[config.mk]
export PLATFORM = sky130hd
export DESIGN_NAME = synth_top
export DESIGN_NICKNAME = d
export VERILOG_FILES = /design/src/rtl/synth_pkg.sv /design/src/rtl/midi_decoder.sv /design/src/rtl/pulse_voice.sv /design/src/rtl/sample_tick_gen.sv /design/src/rtl/stereo_dac_output.sv /design/src/rtl/synth_top.sv /design/src/rtl/uart_rx.sv
export SDC_FILE = /design/constraint.sdc
export NUM_CORES = 1
export LEC_CHECK = 0
export CORE_ASPECT_RATIO = 1.5
export CORE_MARGIN = 2
export CORE_UTILIZATION = 59
export DETAILED_ROUTE_END_ITERATION = 10
export DONT_BUFFER_PORTS = 1
export PLACE_DENSITY_LB_ADDON = 0.08
export SLEW_MARGIN = 10
export SYNTH_ARGS = -nofsm -noshare
export SYNTH_HDL_FRONTEND = slang
export SYNTH_SLANG_ARGS = --single-unit
[constraint.sdc]
create_clock -name clk -period 5.72 [get_ports clk]
set_clock_uncertainty 0.15 [all_clocks]
set_input_delay 0.286 -clock clk [delete_from_list [all_inputs] [get_ports clk]]
set_output_delay 0.286 -clock clk [all_outputs]
set_load 0.005 [all_outputs]
[src/rtl/synth_pkg.sv]
// ------------------------------------------------
// synth package
// message and sample types shared by the voice path,
// plus the note to phase increment table
// ------------------------------------------------
`default_nettype none

package synth_pkg;

    // sample width, signed
    localparam int smpl_w = 18;

    // opcode is the upper status nibble minus 8
    typedef enum logic [2:0] {
        op_note_off   = 3'd0,
        op_note_on    = 3'd1,
        op_poly_at    = 3'd2,
        op_ctrl_chg   = 3'd3,
        op_prog_chg   = 3'd4,
        op_chan_at    = 3'd5,
        op_pitch_bend = 3'd6
    } midi_op_e;

    // one complete channel message, 21 bits
    typedef struct packed {
        midi_op_e   op;
        logic [3:0] ch;
        logic [6:0] data0;
        logic [6:0] data1;
    } midi_msg_t;

    typedef struct packed {
        logic signed [smpl_w-1:0] left;
        logic signed [smpl_w-1:0] right;
    } stereo_smpl_t;

    // ------------------------------------------------
    // phase step per sample for a 16-bit accumulator
    // table holds notes 108..119 at 48 kHz,
    // lower octaves shift right, top octave shifts left
    // ------------------------------------------------
    function automatic logic [15:0] note_step(input logic [6:0] note);
        logic [3:0]  octave;
        logic [3:0]  idx;
        logic [15:0] base;
        octave = 4'(note / 7'd12);
        idx    = 4'(note % 7'd12);
        case (idx)
            4'd0:    base = 16'd5715;
            4'd1:    base = 16'd6055;
            4'd2:    base = 16'd6415;
            4'd3:    base = 16'd6797;
            4'd4:    base = 16'd7201;
            4'd5:    base = 16'd7629;
            4'd6:    base = 16'd8083;
            4'd7:    base = 16'd8563;
            4'd8:    base = 16'd9072;
            4'd9:    base = 16'd9612;
            4'd10:   base = 16'd10183;
            default: base = 16'd10789;
        endcase
        // notes 120..127 sit one octave above the table
        if (octave == 4'd10) begin
            return base << 1;
        end
        return base >> (4'd9 - octave);
    endfunction

endpackage

`default_nettype wire

[src/rtl/midi_decoder.sv]
// ------------------------------------------------
// midi byte parser
// running status, real-time bytes pass through,
// one message strobe per complete channel message
// ------------------------------------------------
`default_nettype none

module midi_decoder import synth_pkg::*; (
    input  wire logic       clk,
    input  wire logic       arst_n,
    input  wire logic       rx_vld,
    input  wire logic [7:0] rx_byte,
    output logic            msg_vld,
    output midi_msg_t       msg
);

    // running status
    logic       rs_vld_q;
    midi_op_e   rs_op_q;
    logic [3:0] rs_ch_q;
    // set when only one data byte follows
    logic       rs_one_q;
    // high once the first data byte is held
    logic       cnt_q;
    logic [6:0] data0_q;

    logic is_status;
    logic is_sys;
    logic is_rt;
    logic take_data;
    logic emit;

    always_comb begin
        is_status = rx_byte[7];
        is_sys    = rx_byte[7:4] == 4'hf;
        // f8 and up
        is_rt     = rx_byte[7:3] == 5'b11111;
        take_data = rx_vld && !is_status && rs_vld_q;
        emit      = take_data && (cnt_q || rs_one_q);
    end

    // ------------------------------------------------
    // status tracking
    // ------------------------------------------------
    always_ff @(posedge clk or negedge arst_n) begin
        if (!arst_n) begin
            rs_vld_q <= 1'b0;
            rs_op_q  <= op_note_off;
            rs_ch_q  <= '0;
            rs_one_q <= 1'b0;
            cnt_q    <= 1'b0;
            msg_vld  <= 1'b0;
        end else begin
            msg_vld <= emit;
            if (rx_vld && is_sys) begin
                // sysex, song position etc. cancel running status
                if (!is_rt) begin
                    rs_vld_q <= 1'b0;
                    cnt_q    <= 1'b0;
                end
            end else if (rx_vld && is_status) begin
                rs_vld_q <= 1'b1;
                rs_op_q  <= midi_op_e'(rx_byte[6:4]);
                rs_ch_q  <= rx_byte[3:0];
                rs_one_q <= rx_byte[6:4] == 3'd4 || rx_byte[6:4] == 3'd5;
                cnt_q    <= 1'b0;
            end else if (take_data) begin
                // back to first byte after emit, running status stays
                cnt_q <= !emit;
            end
        end
    end

    // ------------------------------------------------
    // data bytes and message assembly
    // ------------------------------------------------
    always_ff @(posedge clk) begin
        if (take_data && !cnt_q) begin
            data0_q <= rx_byte[6:0];
        end
        if (emit) begin
            msg.op    <= rs_op_q;
            msg.ch    <= rs_ch_q;
            // single-byte messages carry data0 only
            msg.data0 <= cnt_q ? data0_q : rx_byte[6:0];
            msg.data1 <= cnt_q ? rx_byte[6:0] : 7'd0;
        end
    end

endmodule

`default_nettype wire

[src/rtl/pulse_voice.sv]
// ------------------------------------------------
// square-wave voice
// monophonic, note on/off and cc10 pan on one channel,
// one stereo sample per tick
// ------------------------------------------------
`default_nettype none

module pulse_voice import synth_pkg::*; #(
    parameter logic [3:0] midi_ch = 4'd0
) (
    input  wire logic      clk,
    input  wire logic      arst_n,
    input  wire logic      msg_vld,
    input  wire midi_msg_t msg,
    input  wire logic      smpl_tick,
    output logic           smpl_vld,
    output stereo_smpl_t   smpl
);

    logic [6:0]  note_q;
    // velocity * 1024
    logic [16:0] amp_q;
    logic [15:0] step_q;
    logic [6:0]  pan_q;
    logic [15:0] phase_q;

    logic              for_us;
    logic              key_on;
    logic              key_off;
    logic              pan_set;
    logic [15:0]       phase_nxt;
    logic [23:0]       prod_l;
    logic [23:0]       prod_r;
    logic [smpl_w-1:0] mag_l;
    logic [smpl_w-1:0] mag_r;

    // ------------------------------------------------
    // message decode
    // ------------------------------------------------
    always_comb begin
        for_us  = msg_vld && (msg.ch == midi_ch);
        key_on  = for_us && msg.op == op_note_on && msg.data1 != 7'd0;
        // velocity 0 note-on counts as note-off
        key_off = for_us && msg.data0 == note_q &&
                  (msg.op == op_note_off || (msg.op == op_note_on && msg.data1 == 7'd0));
        pan_set = for_us && msg.op == op_ctrl_chg && msg.data0 == 7'd10;
    end

    always_ff @(posedge clk or negedge arst_n) begin
        if (!arst_n) begin
            note_q <= '0;
            amp_q  <= '0;
            step_q <= '0;
            pan_q  <= 7'd64;
        end else begin
            if (key_on) begin
                note_q <= msg.data0;
                amp_q  <= {msg.data1, 10'd0};
                step_q <= note_step(msg.data0);
            end else if (key_off) begin
                amp_q <= '0;
            end
            if (pan_set) begin
                pan_q <= msg.data1;
            end
        end
    end

    // ------------------------------------------------
    // sample generation
    // ------------------------------------------------
    always_comb begin
        phase_nxt = phase_q + step_q;
        // magnitudes before the sign, so truncation is toward zero
        prod_l    = 24'(amp_q) * 24'(7'd127 - pan_q);
        prod_r    = 24'(amp_q) * 24'(pan_q);
        mag_l     = {1'b0, prod_l[23:7]};
        mag_r     = {1'b0, prod_r[23:7]};
    end

    // sign taken from the advanced phase
    always_ff @(posedge clk or negedge arst_n) begin
        if (!arst_n) begin
            phase_q  <= '0;
            smpl_vld <= 1'b0;
            smpl     <= '0;
        end else begin
            smpl_vld <= smpl_tick;
            if (smpl_tick) begin
                phase_q    <= phase_nxt;
                smpl.left  <= phase_nxt[15] ? -mag_l : mag_l;
                smpl.right <= phase_nxt[15] ? -mag_r : mag_r;
            end
        end
    end

endmodule

`default_nettype wire

[src/rtl/sample_tick_gen.sv]
// ------------------------------------------------
// sample rate tick
// one strobe every smpl_div clocks
// ------------------------------------------------
`default_nettype none

module sample_tick_gen #(
    parameter int smpl_div = 40
) (
    input  wire logic clk,
    input  wire logic arst_n,
    output logic      smpl_tick
);

    localparam int cnt_w = $clog2(smpl_div);
    localparam logic [cnt_w-1:0] reload = cnt_w'(smpl_div - 1);

    logic [cnt_w-1:0] cnt_q;

    // down-counter, strobe on wrap
    always_ff @(posedge clk or negedge arst_n) begin
        if (!arst_n) begin
            cnt_q     <= reload;
            smpl_tick <= 1'b0;
        end else begin
            smpl_tick <= cnt_q == '0;
            cnt_q     <= (cnt_q == '0) ? reload : cnt_q - 1'b1;
        end
    end

endmodule

`default_nettype wire

[src/rtl/stereo_dac_output.sv]
// ------------------------------------------------
// stereo sigma-delta dac
// first-order modulator per channel, 1-bit outputs
// ------------------------------------------------
`default_nettype none

module stereo_dac_output import synth_pkg::*; (
    input  wire logic         clk,
    input  wire logic         arst_n,
    input  wire logic         smpl_vld,
    input  wire stereo_smpl_t smpl,
    output logic              dac_out_l,
    output logic              dac_out_r
);

    // index 0 left, 1 right
    logic [1:0][smpl_w-1:0] lvl_in;
    logic [1:0][smpl_w-1:0] lvl_q;
    logic [1:0][smpl_w-1:0] acc_q;
    logic [1:0][smpl_w:0]   sum;
    logic [1:0]             bit_q;

    // ------------------------------------------------
    // offset binary, sample + 2^17
    // ------------------------------------------------
    always_comb begin
        lvl_in[0] = {~smpl.left[smpl_w-1], smpl.left[smpl_w-2:0]};
        lvl_in[1] = {~smpl.right[smpl_w-1], smpl.right[smpl_w-2:0]};
        for (int ch = 0; ch < 2; ch++) begin
            sum[ch] = {1'b0, acc_q[ch]} + {1'b0, lvl_q[ch]};
        end
    end

    // ------------------------------------------------
    // modulators
    // ------------------------------------------------
    // level stays 0 until the first sample, so output idles low
    always_ff @(posedge clk or negedge arst_n) begin
        if (!arst_n) begin
            lvl_q <= '0;
            acc_q <= '0;
            bit_q <= '0;
        end else begin
            if (smpl_vld) begin
                lvl_q <= lvl_in;
            end
            for (int ch = 0; ch < 2; ch++) begin
                // carry out of 2^18 is the output bit
                acc_q[ch] <= sum[ch][smpl_w-1:0];
                bit_q[ch] <= sum[ch][smpl_w];
            end
        end
    end

    assign dac_out_l = bit_q[0];
    assign dac_out_r = bit_q[1];

endmodule

`default_nettype wire

[src/rtl/synth_top.sv]
// ------------------------------------------------
// midi pulse synth top
// uart -> midi decode -> voice -> sigma-delta dac
// ------------------------------------------------
`default_nettype none

module synth_top import synth_pkg::*; #(
    parameter int         clk_freq  = 1_600_000,
    parameter int         baud_rate = 100_000,
    parameter int         smpl_div  = 40,
    parameter logic [3:0] midi_ch   = 4'd0
) (
    input  wire logic    clk,
    input  wire logic    arst_n,
    input  wire logic    rx,
    output logic         dac_out_l,
    output logic         dac_out_r,
    output logic         smpl_vld,
    output stereo_smpl_t smpl
);

    logic       rx_vld;
    logic [7:0] rx_byte;
    logic       msg_vld;
    midi_msg_t  msg;
    logic       smpl_tick;

    uart_rx #(
        .clks_per_bit(clk_freq / baud_rate)
    ) u_uart_rx (
        .clk    (clk    ),
        .arst_n (arst_n ),
        .rx     (rx     ),
        .rx_vld (rx_vld ),
        .rx_byte(rx_byte)
    );

    midi_decoder u_midi_decoder (
        .clk    (clk    ),
        .arst_n (arst_n ),
        .rx_vld (rx_vld ),
        .rx_byte(rx_byte),
        .msg_vld(msg_vld),
        .msg    (msg    )
    );

    sample_tick_gen #(
        .smpl_div(smpl_div)
    ) u_sample_tick_gen (
        .clk      (clk      ),
        .arst_n   (arst_n   ),
        .smpl_tick(smpl_tick)
    );

    pulse_voice #(
        .midi_ch(midi_ch)
    ) u_pulse_voice (
        .clk      (clk      ),
        .arst_n   (arst_n   ),
        .msg_vld  (msg_vld  ),
        .msg      (msg      ),
        .smpl_tick(smpl_tick),
        .smpl_vld (smpl_vld ),
        .smpl     (smpl     )
    );

    stereo_dac_output u_stereo_dac_output (
        .clk      (clk      ),
        .arst_n   (arst_n   ),
        .smpl_vld (smpl_vld ),
        .smpl     (smpl     ),
        .dac_out_l(dac_out_l),
        .dac_out_r(dac_out_r)
    );

endmodule

`default_nettype wire

[src/rtl/uart_rx.sv]
// ------------------------------------------------
// uart receiver, 8N1
// mid-bit sampling, one-cycle strobe per good byte
// ------------------------------------------------
`default_nettype none

module uart_rx #(
    parameter int clks_per_bit = 16
) (
    input  wire logic       clk,
    input  wire logic       arst_n,
    input  wire logic       rx,
    output logic            rx_vld,
    output logic [7:0]      rx_byte
);

    localparam int cnt_w = $clog2(clks_per_bit);
    localparam logic [cnt_w-1:0] half_cnt = cnt_w'(clks_per_bit / 2 - 1);
    localparam logic [cnt_w-1:0] last_cnt = cnt_w'(clks_per_bit - 1);

    typedef enum logic [1:0] {
        st_idle,
        st_start,
        st_data,
        st_stop
    } rx_state_e;

    rx_state_e        state_q;
    logic [1:0]       sync_q;
    logic [cnt_w-1:0] cnt_q;
    logic [2:0]       bit_q;
    logic [7:0]       shift_q;
    logic             rx_s;

    // ------------------------------------------------
    // input synchronizer
    // ------------------------------------------------
    // line idles high
    always_ff @(posedge clk or negedge arst_n) begin
        if (!arst_n) begin
            sync_q <= 2'b11;
        end else begin
            sync_q <= {sync_q[0], rx};
        end
    end

    assign rx_s = sync_q[1];

    // ------------------------------------------------
    // receive fsm
    // ------------------------------------------------
    always_ff @(posedge clk or negedge arst_n) begin
        if (!arst_n) begin
            state_q <= st_idle;
            cnt_q   <= '0;
            bit_q   <= '0;
            rx_vld  <= 1'b0;
        end else begin
            rx_vld <= 1'b0;
            case (state_q)
                st_idle: begin
                    if (!rx_s) begin
                        state_q <= st_start;
                        cnt_q   <= '0;
                    end
                end
                st_start: begin
                    // start bit must still be low at mid-bit
                    if (cnt_q == half_cnt) begin
                        cnt_q   <= '0;
                        bit_q   <= '0;
                        state_q <= rx_s ? st_idle : st_data;
                    end else begin
                        cnt_q <= cnt_q + 1'b1;
                    end
                end
                st_data: begin
                    if (cnt_q == last_cnt) begin
                        cnt_q <= '0;
                        bit_q <= bit_q + 1'b1;
                        if (bit_q == 3'd7) begin
                            state_q <= st_stop;
                        end
                    end else begin
                        cnt_q <= cnt_q + 1'b1;
                    end
                end
                default: begin
                    // framing error drops the byte
                    if (cnt_q == last_cnt) begin
                        state_q <= st_idle;
                        rx_vld  <= rx_s;
                    end else begin
                        cnt_q <= cnt_q + 1'b1;
                    end
                end
            endcase
        end
    end

    // lsb first
    always_ff @(posedge clk) begin
        if (state_q == st_data && cnt_q == last_cnt) begin
            shift_q <= {rx_s, shift_q[7:1]};
        end
    end

    assign rx_byte = shift_q;

endmodule

`default_nettype wire

# Word-level counts from Yosys, hierarchy flattened
# Memories as Yosys holds them, arrays and structs flattened.
# Index checks and enable logic that the tools add are counted.
# classes
n_bitwise,3
muxes,34
div_mod_pow,2
addsub,10
shifts,1
reduce_logical,39
multipliers,2
eq_ne,20
# ops
cell,count
$mux 16,3
$add 18x18->19,2
$mux 18,2
$neg 17->18,2
$mux 17,2
$mul 17x24->24,1
$mul 17x7->24,1
$add 16x16->16,1
$mux 4,4
$shr 16x4->16,1
$logic_and 1x1->1,15
$eq 4x4->1 const B,3
$mux 2,6
$pmux 4 s3,1
$mux 1,10
$eq 3x3->1 const B,3
$reduce_and 2->1,4
$sub 7x7->8 const A,1
$div 7x4->7 const B,1
$eq 7x4->1 const B,1
$eq 7x7->1,1
$logic_not 7->1,1
$mod 7x4->7 const B,1
$mux 7,1
other kinds (30),43
# word_totals
reg_bits,240
wordCells,144
mem_count,1
in_bits,3
mem_bits_ro,224
out_inout_bits,39
# mem_list
memory,depth,word_bits,read_ports,rd_ports_with_merged_regs,wr,line,text
(no name shown),16,14,1,0,0,synth_pkg.sv:48,case (idx)

# Depth between registers and ports, before layout
# depth
ltp_word,8
depth_mapped,22
depth_no_buf,21

# Hierarchy
# A second synthesis with hierarchy kept.
# hier_totals
hier_cells,1670
hier_area_um2,16462.0
# modules_own_cells
module,instances,seq_area_each_um2,cells_per_inst,area_per_inst_um2
pulse_voice,1,2078.2,1132,9791.9
stereo_dac_output,1,1851.8,354,3983.8
midi_decoder,1,1116.1,83,1455.1
uart_rx,1,543.0,73,898.4
sample_tick_gen,1,180.2,28,332.8

# Worst setup path before layout
# Ideal clock, no wire load.
# synth_path
path_type,register to register
startpoint,reg u_pulse_voice.pan_q[0]
endpoint,reg u_pulse_voice.smpl[34] (netlist name)
path_buffers,1
arrival_time_ns,5.313
setup_slack_ns,0.132
t_required_ns,5.445
synth_period_minus_slack_ns,5.588
setup_ns,0.125
path_stages_with_launch,20
cell_sequence,dfrtp_1 > clkbuf_1 > nand2b_1 > fa_1 > fa_1 > fa_1 > inv_1 > fa_1 > ha_1 > ha_1 > ha_1 > a21o_1 > a21oi_1 > o21ai_0 > a21oi_1 > xor2_1 > nand3_1 > o31ai_1 > xnor2_1 > mux2_2
# synth_via
elab_chain_cells,4
# synth_lines
item,line,text
start: declaration,pulse_voice.sv:24,logic [6:0] pan_q;
start signal: assignment,pulse_voice.sv:64,pan_q <= msg.data1;
$sub 7x7->8 *,pulse_voice.sv:75,prod_l = 24'(amp_q) * 24'(7'd127 - pan_q);
$mul 17x24->24 *,pulse_voice.sv:75,
$neg 17->18,pulse_voice.sv:91,smpl.left <= phase_nxt[15] ? -mag_l : mag_l;
$mux 18 *,pulse_voice.sv:91,
# Mark *: on every way between the ends. The rest lies on a longest branch, timed or not.
# A chain may end at the register's enable or synchronous reset.

# Worst setup path after layout
# layout_path
startpoint,reg u_pulse_voice.pan_q[1]
endpoint,reg u_pulse_voice.smpl[34] (netlist name)
# layout_via
elab_chain_cells,4
# layout_lines
item,line
$sub 7x7->8 *,pulse_voice.sv:75
$mul 17x24->24 *,pulse_voice.sv:75
$neg 17->18,pulse_voice.sv:91
$mux 18 *,pulse_voice.sv:91
# Marks and branches as above.

==> flow_summary_export.csv <==
group,metric,value,unit
run_status,outcome,"finished clean",
routing,vias_per_cell,5.76,
cts,cts_sinks,211,
yosys,synth_seq_area_share,0.354,
pwr,powerDensity,193,nW/µm²
yosys,synth-main-ff-cell,"dfrtp_1",
die,num_io_pins,42,
final_layout,area_of_the_multi_input_gates,9010,µm²
final_layout,fillCellCount,2187,
final_layout,number_of_diodes_added_for_antenna_fixing,0,
timing,final-max-slew-violation-count,0,
timing,rsz0062_at_grt,"true",
worst_setup_path,crit_path_end_kind,"register",
cts,cts.clk_slew.worst_paths,0.07,ns
final_layout,final_layout_size_suffix_gt1_frac,0.113,
place,routabilityCongestion,0.897,
pwr,worst_ir_drop_vdd,224,µV
worst_hold_path,min_delay_path_depth,1,
yosys,netlist_area,15500,µm²
final_layout,area.sequential,5470,µm²
timing,timing_hold_violations_final,0,
place,post-dp-hpwl,23000,µm
die,die_area,27500,µm²
global_route,grt_first_pass_wirelength,52600,µm
worst_setup_path,crit_path_top_delay_cell,"fa_1",
timing,tightest_slew,1.02,ns
worst_setup_path,cp.required,5.99,ns
run,max-cap-violations,0,
yosys,netlist-cell-type-count,89,
global_route,antenna_found_initial,0,
final_layout,syn_to_final_growth,5.81,%
yosys,synthesis.instances,1569,
final_layout,utilization,0.635,
die,core-area,25800,µm²
worst_setup_path,cpPeakStageDelay,0.53,ns
cts,numCtsBuffers,22,
worst_setup_path,cp_max_fo,6,
die,rows,72,
global_route,grt_max_degree,176,
worst_hold_path,origin_of_the_worst_min_delay_path,"rx",
routing,wl_per_cell,16.4,µm
pwr,report.power.total,3.16,mW
worst_setup_path,crit-reg2reg-launch,"u_pulse_voice.pan_q[1]",
timing,period_minus_slack,5.58,ns
worst_setup_path,timing_worst_setup_path_type,"register to register",
global_route,grt_util_all_layers,0.231,
cts,clk_path_buf_depth,3,
cts,post_cts_buffers,0,
worst_setup_path,cp.buffers_inverters,2,
routing,routed_wirelength,30900,µm
timing,worst_case_setup_margin_in_the_final_layout,0.141,ns
routing,detailedRoute.firstPassIterationCount,5,
routing,detail_route.iter0.violations,393,
place,pre_cts_slack,0.0444,ns
worst_setup_path,timing.critical_path.arrival,5.84,ns
global_route,global_route.overflow_total,0,
timing,setup_viol,0,
yosys,ys_ff_latch,211,
timing,timing.max_slew.rel_slack,0.312,
worst_hold_path,worstHoldEndpoint,"u_uart_rx.sync_q[0]",
final_layout,nets,1737,
worst_setup_path,timing.rr.end,"u_pulse_voice.smpl[34]",
global_route,via_count_of_the_first_global_routing_pass,10996,
routing,vias,10852,
worst_hold_path,timing.hold.worst.class,"input pin to register",
cts,root_buffer,"clkbuf_16",
worst_setup_path,crit_top_cell,"fa_1",
cts,cts.htree.levels,1,
worst_setup_path,slack_of_the_worst_reg_to_reg_path,0.14,ns
timing,period_share,0.975,
die,fp.dieH,202,µm
place,portBuffers,0,
worst_setup_path,crit_path_cell_trace,"buf_4 > nand2b_1 > fa_1 > inv_1 > fa_1 > fa_1 > fa_1 > ha_1 > ha_1 > ha_1 > a21oi_2 > o21ai_0 > a21oi_1 > xor2_1 > nand3_1 > o31ai_2 > xnor2_1 > mux2_2",
die,floorplan.initialDensity,0.600,
die,die_width,136,µm
pwr,power_leakage,8.02,nW
yosys,number_of_enable_flip_flop_cells_after_synthesis,36,
worst_setup_path,type_of_origin_of_the_critical_path,"register",
yosys,ys_warn_count,0,
routing,antenna_violating_nets_left,0,
yosys,syn_area_per_cell,9.86,µm²
worst_setup_path,critical-path-top-delay-family,"adder cells",
cts,cts_tree,"done",
timing,achievable-frequency,0.179,GHz
cts,clock_latency_on_the_worst_skew_pair,0.52,ns
routing,drc,0,
yosys,postSynth.asyncResetShare,0.829,
worst_setup_path,worstRegToRegCells,18,
[worst reg2reg max path: stages, from the launching register on]
cell	delay, ns
dfrtp_1	0.39
buf_4	0.16
nand2b_1	0.16
fa_1	0.53
inv_1	0.05
fa_1	0.51
fa_1	0.54
fa_1	0.49
ha_1	0.31
ha_1	0.30
ha_1	0.34
a21oi_2	0.19
o21ai_0	0.10
a21oi_1	0.18
xor2_1	0.26
nand3_1	0.17
o31ai_2	0.28
xnor2_1	0.11
mux2_2	0.27
[synthesized netlist by cell type, types with 8 or more instances]
cell	instances	share of area
dfrtp_1	168	0.27
nand3_1	26	0.0084
fa_1	52	0.067
xnor2_1	66	0.037
ha_1	148	0.12
nand2_1	115	0.028
buf_4	38	0.018
clkbuf_1	42	0.010
nand4_1	9	0.0036
nor2_1	104	0.025
a22o_1	11	0.0062
o211ai_1	8	0.0039
o221ai_1	9	0.0051
o31ai_1	11	0.0053
a211oi_1	12	0.0058
a31oi_1	20	0.0081
and3_1	11	0.0045
nor4_1	9	0.0036
and2_1	31	0.013
or3_1	9	0.0036
nor3_1	32	0.010
o21ai_0	65	0.021
nand2b_1	31	0.013
nor2b_1	43	0.017
a22oi_1	8	0.0039
edfxtp_1	36	0.070
xor2_1	25	0.014
a21oi_1	85	0.028
a21o_1	14	0.0068
mux2_2	64	0.047
inv_1	124	0.030
mux2i_1	13	0.0084
[power breakdown]
part           switching (mW)  total, mW  internal (mW)  leakage, nW
registers              0.0248       1.57           1.55         2.71
logic                   0.116      0.185         0.0689         4.96
clock network           0.594       1.40          0.810        0.358
total                   0.736       3.16           2.43         8.02
[logic make-up after synthesis]
logic type	count (synthesis)	synth area share
compound gates	314	0.136
xor+xnor	92	0.0526
fa+ha+maj	200	0.187
buf+inv	222	0.0671
flops	211	0.354
mux	78	0.0559
other cells	1	0.000242
simple gates	451	0.148
[state kept, by name, indices dropped and copies added, names as in the netlist, 3 cells and up]
signal and cells:
u_pulse_voice.phase_q 16, u_pulse_voice.step_q 15, u_pulse_voice.note_q 7, u_stereo_dac_output.lvl_q 30, u_stereo_dac_output.acc_q 30, u_pulse_voice.smpl 30, u_uart_rx.cnt_q 4, u_sample_tick_gen.cnt_q 6
u_uart_rx.bit_q 3, u_uart_rx.rx_byte 8, u_pulse_voice.pan_q 7, u_midi_decoder.rs_op_q 3, u_midi_decoder.rs_ch_q 4, u_pulse_voice.amp_q 7, u_midi_decoder.data0_q 7, u_midi_decoder.msg 21
[layout by cell type, fill, tap and decap left out, types with 10 or more instances in the layout]
master and n:
a22o_1 11, nor2b_1 41, o21ai_0 64, mux2_2 64, and2_1 31, nand2_1 115, and3_1 11, a211oi_1 12
edfxtp_1 36, mux2i_1 13, nand2b_1 31, a21oi_1 83, buf_4 30, xnor2_1 65, nor2_1 104, a31oi_1 20
inv_1 124, a21o_1 14, clkbuf_16 23, fa_1 52, dfrtp_1 167, xor2_1 25, o31ai_1 10, ha_1 148
nor3_1 31, nand3_1 26
[per-stage QoR]
stage          area, µm²  setup TNS, ns  hold slack, ns  std cells
6_report           16400              0           0.154       1883
5_1_grt            16400         -0.253           0.134       1883
4_1_cts            16300              0           0.130       1883
2_1_floorplan      15500              0          -0.160       1574
3_5_place_dp       15600              0          -0.156       1840
3_3_place_gp       15600              0          -0.156       1840
[layer usage]
metal	part of all wire	vias up	global-route usage
met5	0	-	0
met4	0.030	0	0.0848
met3	0.030	67	0.0256
met2	0.52	179	0.413
met1	0.42	5240	0.285
li1	-	5366	-
[final cells by class]
type                       count  area share
clock buffer                  33      0.0405
clock inverter                 7     0.00344
inverter                     125      0.0287
multi-input combinational   1141       0.551
sequential                   211       0.334
tap                          333      0.0255
timing repair buffer          33      0.0167
[worst max-delay path by stage]
stage | start | end | depth (start not counted)
finish | u_pulse_voice.pan_q[1] | u_pulse_voice.smpl[34] | 18
global route | u_pulse_voice.pan_q[1] | u_pulse_voice.smpl[34] | 18
CTS | u_pulse_voice.pan_q[1] | u_pulse_voice.smpl[34] | 18
detailed placement | u_pulse_voice.pan_q[1] | u_pulse_voice.smpl[34] | 18
global placement | u_pulse_voice.pan_q[1] | u_pulse_voice.smpl[34] | 18
floorplan | u_pulse_voice.pan_q[0] | u_pulse_voice.smpl[34] | 19
[timing repair]
action | CTS | global route
endpoints found under the hold margin | 176 | 0
endpoints found under the setup margin | 0 | 7
hold buffers | 3 | 0
resized for setup | 0 | 9
Note: power is estimated with default switching activity, not from simulation.
